## src/verilog/gbc_io_pkg.sv

```systemverilog
package gbc_io_pkg;

   // ======================================================================
   // Bus types
   // ======================================================================
   typedef logic [15:0] addr_t;
   typedef logic [7:0]  byte_t;
   typedef logic [4:0]  irq_vec_t;

   // ======================================================================
   // Address map
   // ======================================================================
   localparam addr_t WRAM_BASE      = 16'hC000;
   localparam int    WRAM_DEPTH     = 8192;
   localparam int    WRAM_ADDR_BITS = 13;

   // IO window, IE sits alone at the top of the map
   localparam addr_t IO_BASE = 16'hFF00;
   localparam addr_t IO_LAST = 16'hFF7F;

   // Register addresses
   localparam addr_t ADDR_SB   = 16'hFF01;
   localparam addr_t ADDR_SC   = 16'hFF02;
   localparam addr_t ADDR_DIV  = 16'hFF04;
   localparam addr_t ADDR_TIMA = 16'hFF05;
   localparam addr_t ADDR_TMA  = 16'hFF06;
   localparam addr_t ADDR_TAC  = 16'hFF07;
   localparam addr_t ADDR_IF   = 16'hFF0F;
   localparam addr_t ADDR_KEY1 = 16'hFF4D;
   localparam addr_t ADDR_RP   = 16'hFF56;
   localparam addr_t ADDR_IE   = 16'hFFFF;

   // Power-on values
   localparam byte_t RST_SC   = 8'h7C;
   localparam byte_t RST_SB   = 8'h00;
   localparam byte_t RST_KEY1 = 8'hFD;
   localparam byte_t RST_RP   = 8'h3E;
   localparam byte_t RST_TAC  = 8'hF8;

   // ======================================================================
   // Interrupt sources, bit positions in IF and IE
   // ======================================================================
   localparam int IRQ_VBLANK  = 0;
   localparam int IRQ_LCDSTAT = 1;
   localparam int IRQ_TIMER   = 2;
   localparam int IRQ_SERIAL  = 3;
   localparam int IRQ_JOYPAD  = 4;

   // Value seen on reads of unmapped regions
   localparam byte_t OPEN_BUS = 8'hFF;

endpackage

```

## src/verilog/io_bus_if.sv

```systemverilog
interface io_bus_if;
   import gbc_io_pkg::*;

   addr_t addr;
   byte_t wdata;
   // Active-low strobes, already gated to the IO region
   logic  we_l;
   logic  re_l;

   modport router (
      output addr,
      output wdata,
      output we_l,
      output re_l
   );

   modport target (
      input addr,
      input wdata,
      input we_l,
      input re_l
   );

endinterface

```

## src/verilog/memory_router.sv

```systemverilog
module memory_router (
   input  logic                                 clock_in,
   input  logic                                 synch_reset,
   input  gbc_io_pkg::addr_t                    cpu_addr,
   input  gbc_io_pkg::byte_t                    cpu_wdata,
   input  logic                                 cpu_we_l,
   input  logic                                 cpu_re_l,
   output gbc_io_pkg::byte_t                    cpu_rdata,
   io_bus_if.router                             io,
   input  gbc_io_pkg::byte_t                    io_rdata_timer,
   input  gbc_io_pkg::byte_t                    io_rdata_irq,
   input  gbc_io_pkg::byte_t                    io_rdata_misc,
   output logic [gbc_io_pkg::WRAM_ADDR_BITS-1:0] ram_addr,
   output gbc_io_pkg::byte_t                    ram_wdata,
   output logic                                 ram_we_l,
   input  gbc_io_pkg::byte_t                    ram_rdata
);
   import gbc_io_pkg::*;

   typedef enum logic [1:0] {
      SRC_OPEN,
      SRC_RAM,
      SRC_IO
   } rd_src_e;

   logic    is_wram;
   logic    is_io;
   rd_src_e region;
   rd_src_e rd_src;
   logic    rd_valid;
   byte_t   io_q;
   byte_t   hold_q;
   byte_t   sel_data;

   // ======================================================================
   // Region decode
   // ======================================================================
   assign is_wram = (cpu_addr[15:WRAM_ADDR_BITS] == WRAM_BASE[15:WRAM_ADDR_BITS]);
   assign is_io   = ((cpu_addr >= IO_BASE) && (cpu_addr <= IO_LAST)) ||
                    (cpu_addr == ADDR_IE);

   always_comb begin
      if (is_wram)
         region = SRC_RAM;
      else if (is_io)
         region = SRC_IO;
      else
         region = SRC_OPEN;
   end

   // Strobes only reach the region that owns the address
   assign io.addr  = cpu_addr;
   assign io.wdata = cpu_wdata;
   assign io.we_l  = cpu_we_l | ~is_io;
   assign io.re_l  = cpu_re_l | ~is_io;

   assign ram_addr  = cpu_addr[WRAM_ADDR_BITS-1:0];
   assign ram_wdata = cpu_wdata;
   assign ram_we_l  = cpu_we_l | ~is_wram;

   // ======================================================================
   // Read return path
   // ======================================================================
   always_ff @(posedge clock_in) begin
      if (synch_reset) begin
         rd_valid <= 1'b0;
         rd_src   <= SRC_OPEN;
         hold_q   <= OPEN_BUS;
      end else begin
         rd_valid <= ~cpu_re_l;
         if (!cpu_re_l) begin
            rd_src <= region;
         end
         // Keep the last returned byte once RAM moves on
         if (rd_valid) begin
            hold_q <= sel_data;
         end
      end
   end

   // Unowned IO addresses give zero from every target
   always_ff @(posedge clock_in) begin
      if (!cpu_re_l) begin
         io_q <= io_rdata_timer | io_rdata_irq | io_rdata_misc;
      end
   end

   always_comb begin
      case (rd_src)
         SRC_RAM: sel_data = ram_rdata;
         SRC_IO:  sel_data = io_q;
         default: sel_data = OPEN_BUS;
      endcase
   end

   assign cpu_rdata = rd_valid ? sel_data : hold_q;

   // CPU side never reads and writes in one cycle
   a_no_dual_strobe: assert property (
      @(posedge clock_in) disable iff (synch_reset) !(!cpu_we_l && !cpu_re_l)
   );

endmodule

```

## src/flat_wrapper.sv

```systemverilog
// flat-port wrapper written by rule: the top's interface ports become plain ports
module memory_router_flat import gbc_io_pkg::*;
  (clock_in, synch_reset, cpu_addr, cpu_wdata, cpu_we_l, cpu_re_l, cpu_rdata, io_rdata_timer, io_rdata_irq, io_rdata_misc, ram_addr, ram_wdata, ram_we_l, ram_rdata, io_addr, io_wdata, io_we_l, io_re_l);
  io_bus_if io_i ();
  input  logic clock_in;
  input  logic synch_reset;
  input  gbc_io_pkg::addr_t cpu_addr;
  input  gbc_io_pkg::byte_t cpu_wdata;
  input  logic cpu_we_l;
  input  logic cpu_re_l;
  output gbc_io_pkg::byte_t cpu_rdata;
  input  gbc_io_pkg::byte_t io_rdata_timer;
  input  gbc_io_pkg::byte_t io_rdata_irq;
  input  gbc_io_pkg::byte_t io_rdata_misc;
  output logic [gbc_io_pkg::WRAM_ADDR_BITS-1:0] ram_addr;
  output gbc_io_pkg::byte_t ram_wdata;
  output logic ram_we_l;
  input  gbc_io_pkg::byte_t ram_rdata;
  output wire logic [$bits(io_i.addr)-1:0] io_addr;
  output wire logic [$bits(io_i.wdata)-1:0] io_wdata;
  output wire logic [$bits(io_i.we_l)-1:0] io_we_l;
  output wire logic [$bits(io_i.re_l)-1:0] io_re_l;
  assign io_addr = io_i.addr;
  assign io_wdata = io_i.wdata;
  assign io_we_l = io_i.we_l;
  assign io_re_l = io_i.re_l;
  memory_router u_core (.clock_in(clock_in), .synch_reset(synch_reset), .cpu_addr(cpu_addr), .cpu_wdata(cpu_wdata), .cpu_we_l(cpu_we_l), .cpu_re_l(cpu_re_l), .cpu_rdata(cpu_rdata), .io(io_i), .io_rdata_timer(io_rdata_timer), .io_rdata_irq(io_rdata_irq), .io_rdata_misc(io_rdata_misc), .ram_addr(ram_addr), .ram_wdata(ram_wdata), .ram_we_l(ram_we_l), .ram_rdata(ram_rdata));
endmodule
```

## config.mk

```make
export PLATFORM = sky130hd
export DESIGN_NAME = memory_router_flat
export DESIGN_NICKNAME = d
export VERILOG_FILES = /design/src/verilog/gbc_io_pkg.sv /design/src/verilog/io_bus_if.sv /design/src/verilog/memory_router.sv /design/src/flat_wrapper.sv
export SDC_FILE = /design/constraint.sdc
export NUM_CORES = 1
export LEC_CHECK = 0
export ABC_AREA = 1
export BUFFER_PORTS_ARGS = -buffer_cell sky130_fd_sc_hd__buf_2
export CAP_MARGIN = 20
export CORE_ASPECT_RATIO = 0.6
export CORE_MARGIN = 1
export CORE_UTILIZATION = 30
export CTS_CLUSTER_SIZE = 28
export DETAILED_ROUTE_END_ITERATION = 8
export PLACE_DENSITY_LB_ADDON = 0.1
export SLEW_MARGIN = 10
export SYNTH_ARGS = -nofsm -noshare
export SYNTH_HDL_FRONTEND = slang
export SYNTH_SLANG_ARGS = --single-unit
```

## constraint.sdc

```tcl
create_clock -name clock_in -period 1.4 [get_ports clock_in]
set_input_delay 0 -clock clock_in [delete_from_list [all_inputs] [get_ports clock_in]]
set_output_delay 0 -clock clock_in [all_outputs]
set_load 0.1 [all_outputs]
```

==> results of run 1 <==
==> layout make-up <==
cell class                      count  area [um^2]
Fill cell                         395         2000
Clock buffer                        3         41.3
Sequential cell                    19          465
Clock inverter                      1         5.00
Inverter                           19          104
Timing Repair Buffer              100          619
Multi-Input combinational cell     74          531
Tap cell                           47         58.8
==> worst min-delay path by stage <==
stage               slack (ns)  cells past startpoint          from               end
floorplan                 0.06                      1   synch_reset  u_core.rd_src[1]
global placement         0.002                      0  cpu_wdata[2]       io_wdata[2]
detailed placement       0.002                      0  cpu_wdata[2]       io_wdata[2]
CTS                      0.002                      0  cpu_wdata[2]       io_wdata[2]
global route            0.0002                      0  cpu_wdata[6]       io_wdata[6]
finish                 0.00005                      0  cpu_wdata[2]       io_wdata[2]
==> repair_timing <==
action / in CTS / in global routing
gates cloned: 0 / 0
hold buffers: 5 / 0
hold endpoints to repair: 4 / 0
setup buffers: 2 / 1
resized for setup: 24 / 3
pin swaps: 1 / 2
setup endpoints to repair: 8 / 8
==> kinds of logic after synthesis <==
kind of cell | Yosys count
buffers and inverters | 67
flip-flops | 19
AO/OA/AOI/OAI | 10
AND/OR/NAND/NOR | 62
adder cells (fa/ha/maj) | 2
==> registers in the layout, indices dropped and copies added (netlist names) <==
name	count
u_core.hold_q	8
u_core.io_q	8
u_core.rd_src	2
u_core.rd_valid	1
==> where the power goes <==
part | total (W) | internal, W | leakage (nW) | switching [W]
Combinational | 0.000692 | 0.000165 | 0.642 | 0.000527
Sequential | 0.000612 | 0.000602 | 0.171 | 0.0000105
Clock | 0.000379 | 0.000198 | 0.0255 | 0.000181
Total | 0.00168 | 0.000965 | 0.839 | 0.000719
==> metrics by stage <==
stage               total power, W  hold slack (ns)  worst slack, ns  std cells
finish                     0.00168        0.0000483           -0.110        263
floorplan                  0.00141           0.0551          0.00408        160
global route               0.00175         0.000245           -0.192        263
detailed placement         0.00128          0.00173          -0.0768        251
CTS                        0.00170          0.00173           -0.120        262
global placement           0.00127          0.00173          -0.0585        251
==> metal layers <==
| metal | vias up | routed length (um) | global-route usage [%] |
|---|---|---|---|
| met3 | 14 | 218 | 4.92 |
| met5 | - | 0 | 0 |
| met4 | 0 | 41 | 3.89 |
| li1 | 568 | - | - |
| met2 | 37 | 1390 | 23.0 |
| met1 | 474 | 1280 | 17.1 |
==> cells in the final DEF (no fill, tap or decap) <==
cell / instances
nand3_1: 1
a211oi_1: 1
clkinv_2: 1
clkbuf_8: 3
inv_1: 9
inv_2: 1
clkinvlp_4: 8
a21oi_2: 1
buf_6: 5
o22ai_4: 8
nor2_1: 5
inv_4: 1
ha_4: 2
buf_2: 83
nand2_8: 1
nand2_1: 35
dlygate4sd3_1: 5
nand3_2: 1
dfxtp_1: 9
dfxtp_4: 1
edfxtp_1: 8
dfxtp_2: 1
or3_1: 8
buf_12: 3
nand2_2: 10
buf_8: 1
nor2_2: 1
buf_4: 3
==> impl_metrics.tcl, run 1 <==
set metrics [dict create \
    viasPerCell 4.16 \
    synth_common_cells "buf_4 (46), nand2_1 (45), inv_1 (19)" \
    setup.worst_path.end "cpu_rdata[5]" \
    crit_type "register to output pin" \
    rows 17 \
    die_w_um 85.3 \
    yosysTopAreaCell "buf_4" \
    max-slew-margin-rel_pct 67.6 \
    first_iter_violations 21 \
    async_flop_share_pct 0 \
    failed_checks "setup timing" \
    synth.most_common_cell "buf_4" \
    synth_top_family_by_area "buffers and inverters" \
    clock_sinks 19 \
    synth-seq-cells 19 \
    setup_violations 8 \
    ys_seq_area_share_pct 36.9 \
    maxCapViolCount 0 \
    rsz0062_at_grt "yes" \
    cts_tree "done" \
    worst_pin_slew_ns 0.490 \
    ff2ff_setup_slack_ns 0.17 \
    start_util_pct 32.6 \
    cp_top_family "buffers and inverters" \
    vdd_ir_drop_max_uv 435 \
    start_kind "register" \
    fin_crit_sh_pct 108 \
    synth-compound-area-share_pct 5.31 \
    synth_enable_flop_cells 8 \
    syn_avg_cell_area_um2 7.80 \
    coreArea_um2 3830 \
    grt_pass1_wl_mm 4.71 \
    max_freq_ghz 0.662 \
    yosysTopAreaCellShare_pct 27.7 \
    dp_hpwl_mm 2.35 \
    path_max_fanout 8 \
    rr_startpoint "u_core.rd_src[0]" \
    cts-root-buf "clkbuf_8" \
    ys_types 16 \
    path_cells "ha_4 -> inv_4 -> nand2_8 -> o22ai_4 -> clkinvlp_4 -> buf_8" \
    grt_max_degree 12 \
    ys.flop_type "dfxtp_1" \
    syn2layout_area_growth_pct 46.1 \
    routabilityCongestion 0.723 \
    cts_buffer_depth 2 \
    path_depth 6 \
    fin_crit_ns 1.51 \
    final_area_um2 1820 \
    final_util_pct 47.6 \
    antenna_found_initial 0 \
    r2r-end "u_core.hold_q[3]" \
    worstSkewPairLatency_ns 0.26 \
    netlist_top_cells_area "buf_4 (28%), edfxtp_1 (19%), dfxtp_1 (18%), nand2_1 (14%), inv_1 (5.7%)" \
    fin_ws_ns -0.110 \
    vias 1093 \
    ioPinCount 116 \
    crit_path_top_delay_cell "dfxtp_4" \
    cp-startpoint "u_core.rd_src[1]" \
    drtPass1Iterations 4 \
    yosys.area_share.simple_pct 21.6 \
    design.die.area_um2 4430 \
    max_stage_delay_ns 0.36 \
    finalClockSkew_ns 0.00512 \
    netlist_instances 160 \
    cp_data_required_time_ns 1.40 \
    worstHoldPathType "input port to output pin" \
    worstPathArrival_ns 1.51 \
    mappedNetlistArea_um2 1250 \
    grt_pass1_vias 1062 \
    h-tree-depth 1 \
    synth.area.mux_share_pct 0 \
    dpl_cell_area_um2 1610 \
    overflow 0 \
    end_kind "output pin" \
    drv_slew 0 \
    synth_xor_area_share_pct 0 \
    drc_errors 0 \
    drive_gt1_share_pct 62.5 \
    avgRoutedWirePerCell_um 11.1 \
    p_per_area_nw_per_um2 923 \
    worst_setup_hold_path_clk_slew_ns 0.07 \
    grt_usage_pct 13.8 \
    cts-buffers-inserted 3 \
    p_leak_nw 0.839 \
    yosysWarnings 0 \
    port_buffers 91 \
    wl_mm 2.93 \
    setup_total_negative_slack_ns -0.804 \
    r2r_cells 7 \
    die_height_um 52.0 \
    ant_nets 0 \
    crit_buf_inv 3 \
    status "complete, but fails checks" \
    antenna_cells 0 \
    nets 279 \
    finalHoldViolCount 0 \
    syn-num-nets 222 \
    yosys.area_share.adder_pct 2.00 \
]
Power figures use the tool's default switching activity.
==> inputs of run 2 (changes only) <==
--- a/config.mk
+++ b/config.mk
@@ -8,9 +8,9 @@
 export ABC_AREA = 1
 export BUFFER_PORTS_ARGS = -buffer_cell sky130_fd_sc_hd__buf_2
 export CAP_MARGIN = 20
-export CORE_ASPECT_RATIO = 0.6
+export CORE_ASPECT_RATIO = 0.7
 export CORE_MARGIN = 1
-export CORE_UTILIZATION = 30
+export CORE_UTILIZATION = 37
 export CTS_CLUSTER_SIZE = 28
 export DETAILED_ROUTE_END_ITERATION = 8
 export PLACE_DENSITY_LB_ADDON = 0.1
==> run 2 against run 1 <==
Net effect:
- the run still ends with setup timing left
- highest routed layer unchanged
- largest power group unchanged
- combinational power rose by 3.0%
- first-iteration DRC count rose by 140%
- cell count fell by 0.76%
- wire length rose by 1.2%
- critical path depth rose by 1
- worst setup slack got worse by 0.020 ns
- worst hold slack barely moved
- non-clock buffer count rose by 7
==> impl_metrics.tcl, run 2 (synthesis results as in run 1) <==
set metrics [dict create \
    worst_setup_hold_path_clk_slew_ns 0.07 \
    grt_pass1_vias 1104 \
    dp_hpwl_mm 2.37 \
    wl_met2_mm 1.48 \
    first_iter_violations 50 \
    rows 17 \
    cts-root-buf "clkbuf_8" \
    port_buffers 91 \
    die_height_um 50.6 \
    grt_pass1_wl_mm 4.53 \
    fin_crit_ns 1.53 \
    cts_tree "done" \
    ff2ff_setup_slack_ns 0.16 \
    worstHoldStart "cpu_wdata[0]" \
    vdd_ir_drop_max_uv 395 \
    final_cell_mix "buf_2 (83), nand2_1 (37), dlygate4sd3_1 (11)" \
    rsz0062_at_grt "yes" \
    ant_nets 0 \
    multi_input_area_um2 526 \
    maxCapViolCount 0 \
    crit_type "register to output pin" \
    cp_data_required_time_ns 1.40 \
    largestRegisters "u_core.hold_q: 8 flops, u_core.io_q: 8 flops, u_core.rd_src: 2 flops" \
    worstHoldPathType "input port to output pin" \
    num-fill-cells 280 \
    p_per_area_nw_per_um2 896 \
    dp_cells 243 \
    routabilityCongestion 0.741 \
    max_freq_ghz 0.654 \
    vias 1166 \
    max-slew-margin-rel_pct 67.6 \
    r2r-end "u_core.hold_q[1]" \
    viasPerCell 4.47 \
    die_w_um 71.4 \
    nets 286 \
    avgRoutedWirePerCell_um 11.3 \
    drive_gt1_share_pct 60.1 \
    final_util_pct 59.8 \
    fin_ws_ns -0.130 \
    design.die.area_um2 3610 \
    p_leak_nw 0.889 \
    drtPass1Iterations 4 \
    cts-buffers-inserted 3 \
    wl_mm 2.96 \
    rr_startpoint "u_core.rd_src[0]" \
    drt-met1-wl_mm 1.13 \
    start_kind "register" \
    coreArea_um2 3190 \
    clock_sinks 19 \
    path_max_fanout 8 \
    holdPathEnd "io_wdata[0]" \
    layout_commonest_cell "buf_2" \
    worst_pin_slew_ns 0.490 \
    worstPathArrival_ns 1.53 \
    final_cells 261 \
    worstSkewPairLatency_ns 0.25 \
    met3WireLength_um 260 \
    end_kind "output pin" \
    regArea_um2 463 \
    start_util_pct 39.1 \
    highest-signal-layer "met4" \
    antenna_found_initial 0 \
    drc_errors 0 \
    cts_buffer_depth 2 \
    syn2layout_area_growth_pct 52.9 \
    setup_violations 8 \
    antenna_cells 0 \
    grt_max_degree 12 \
    status "complete, but fails checks" \
    failed_checks "setup timing" \
    finalHoldViolCount 0 \
    overflow 0 \
    finalClockSkew_ns 0.00156 \
    holdPathStages 0 \
    grt_usage_pct 16.3 \
    fin_crit_sh_pct 109 \
    h-tree-depth 1 \
    ioPinCount 116 \
    drv_slew 0 \
    r2r_cells 7 \
]
==> run 2: changes by cell type in the layout (fill, tap and decap cells not counted), sizes merged <==
cell	delta
dlygate4sd3	+6
buf	+1
==> run 2: area by class of cell <==
| cell class | count | share of cell area, % |
|---|---|---|
| Clock buffer | 3 | 2.16 |
| Clock inverter | 1 | 0.262 |
| Inverter | 19 | 5.44 |
| Multi-Input combinational cell | 74 | 27.5 |
| Sequential cell | 19 | 24.2 |
| Tap cell | 38 | 2.49 |
| Timing Repair Buffer | 107 | 37.9 |
==> run 2: worst max-delay path, cell delays in order (launching register included) <==
cell and delay [ns]:
dfxtp_2 0.33, buf_4 0.13, ha_4 0.18, nand2_1 0.08
nand2_2 0.07, o22ai_4 0.17, clkinvlp_4 0.14, buf_12 0.17
==> run 2: layer usage <==
metal,vias up,GRT usage [%]
li1,579,-
met4,0,7.67
met2,54,30.5
met3,14,5.42
met1,519,16.6
met5,-,0
==> run 2: how the worst max path moves through the flow <==
stage | startpoint | slack (ns) | cells after the start | endpoint
floorplan | u_core.rd_src[1] | 0.004 | 7 | cpu_rdata[0]
global placement | u_core.rd_src[1] | 0.09 | 7 | cpu_rdata[4]
detailed placement | u_core.rd_src[1] | 0.05 | 7 | cpu_rdata[1]
CTS | u_core.rd_src[0] | -0.13 | 7 | cpu_rdata[1]
global route | u_core.rd_src[0] | -0.20 | 7 | cpu_rdata[2]
finish | u_core.rd_src[0] | -0.13 | 7 | cpu_rdata[1]
==> run 2: power breakdown <==
part	switching, W	internal [W]	total, W
clock network	0.000183	0.000198	0.000381
logic	0.000527	0.000186	0.000713
registers	0.0000132	0.000604	0.000617
==> run 2: repair_timing <==
action / CTS / global route
hold buffers: 11 / 0
gates resized for setup: 3 / 0
buffers inserted: 3 / 0
setup endpoints to repair: 8 / 8
pin swaps: 1 / 2
hold endpoints to repair: 7 / 0
==> run 2: metrics by stage <==
stage | cell area, um^2 | TNS (ns) | setup WS, ns | power, W | hold slack, ns
after floorplan | 1440 | 0 | 0.00408 | 0.00141 | 0.0551
after global placement | 1720 | 0 | 0.0937 | 0.00131 | 0.00173
after detailed placement | 1720 | 0 | 0.0499 | 0.00131 | 0.00173
after CTS | 1910 | -0.929 | -0.131 | 0.00173 | 0.00173
after global routing | 1910 | -1.46 | -0.197 | 0.00177 | 0.000259
final | 1910 | -0.842 | -0.130 | 0.00171 | 0.0000563
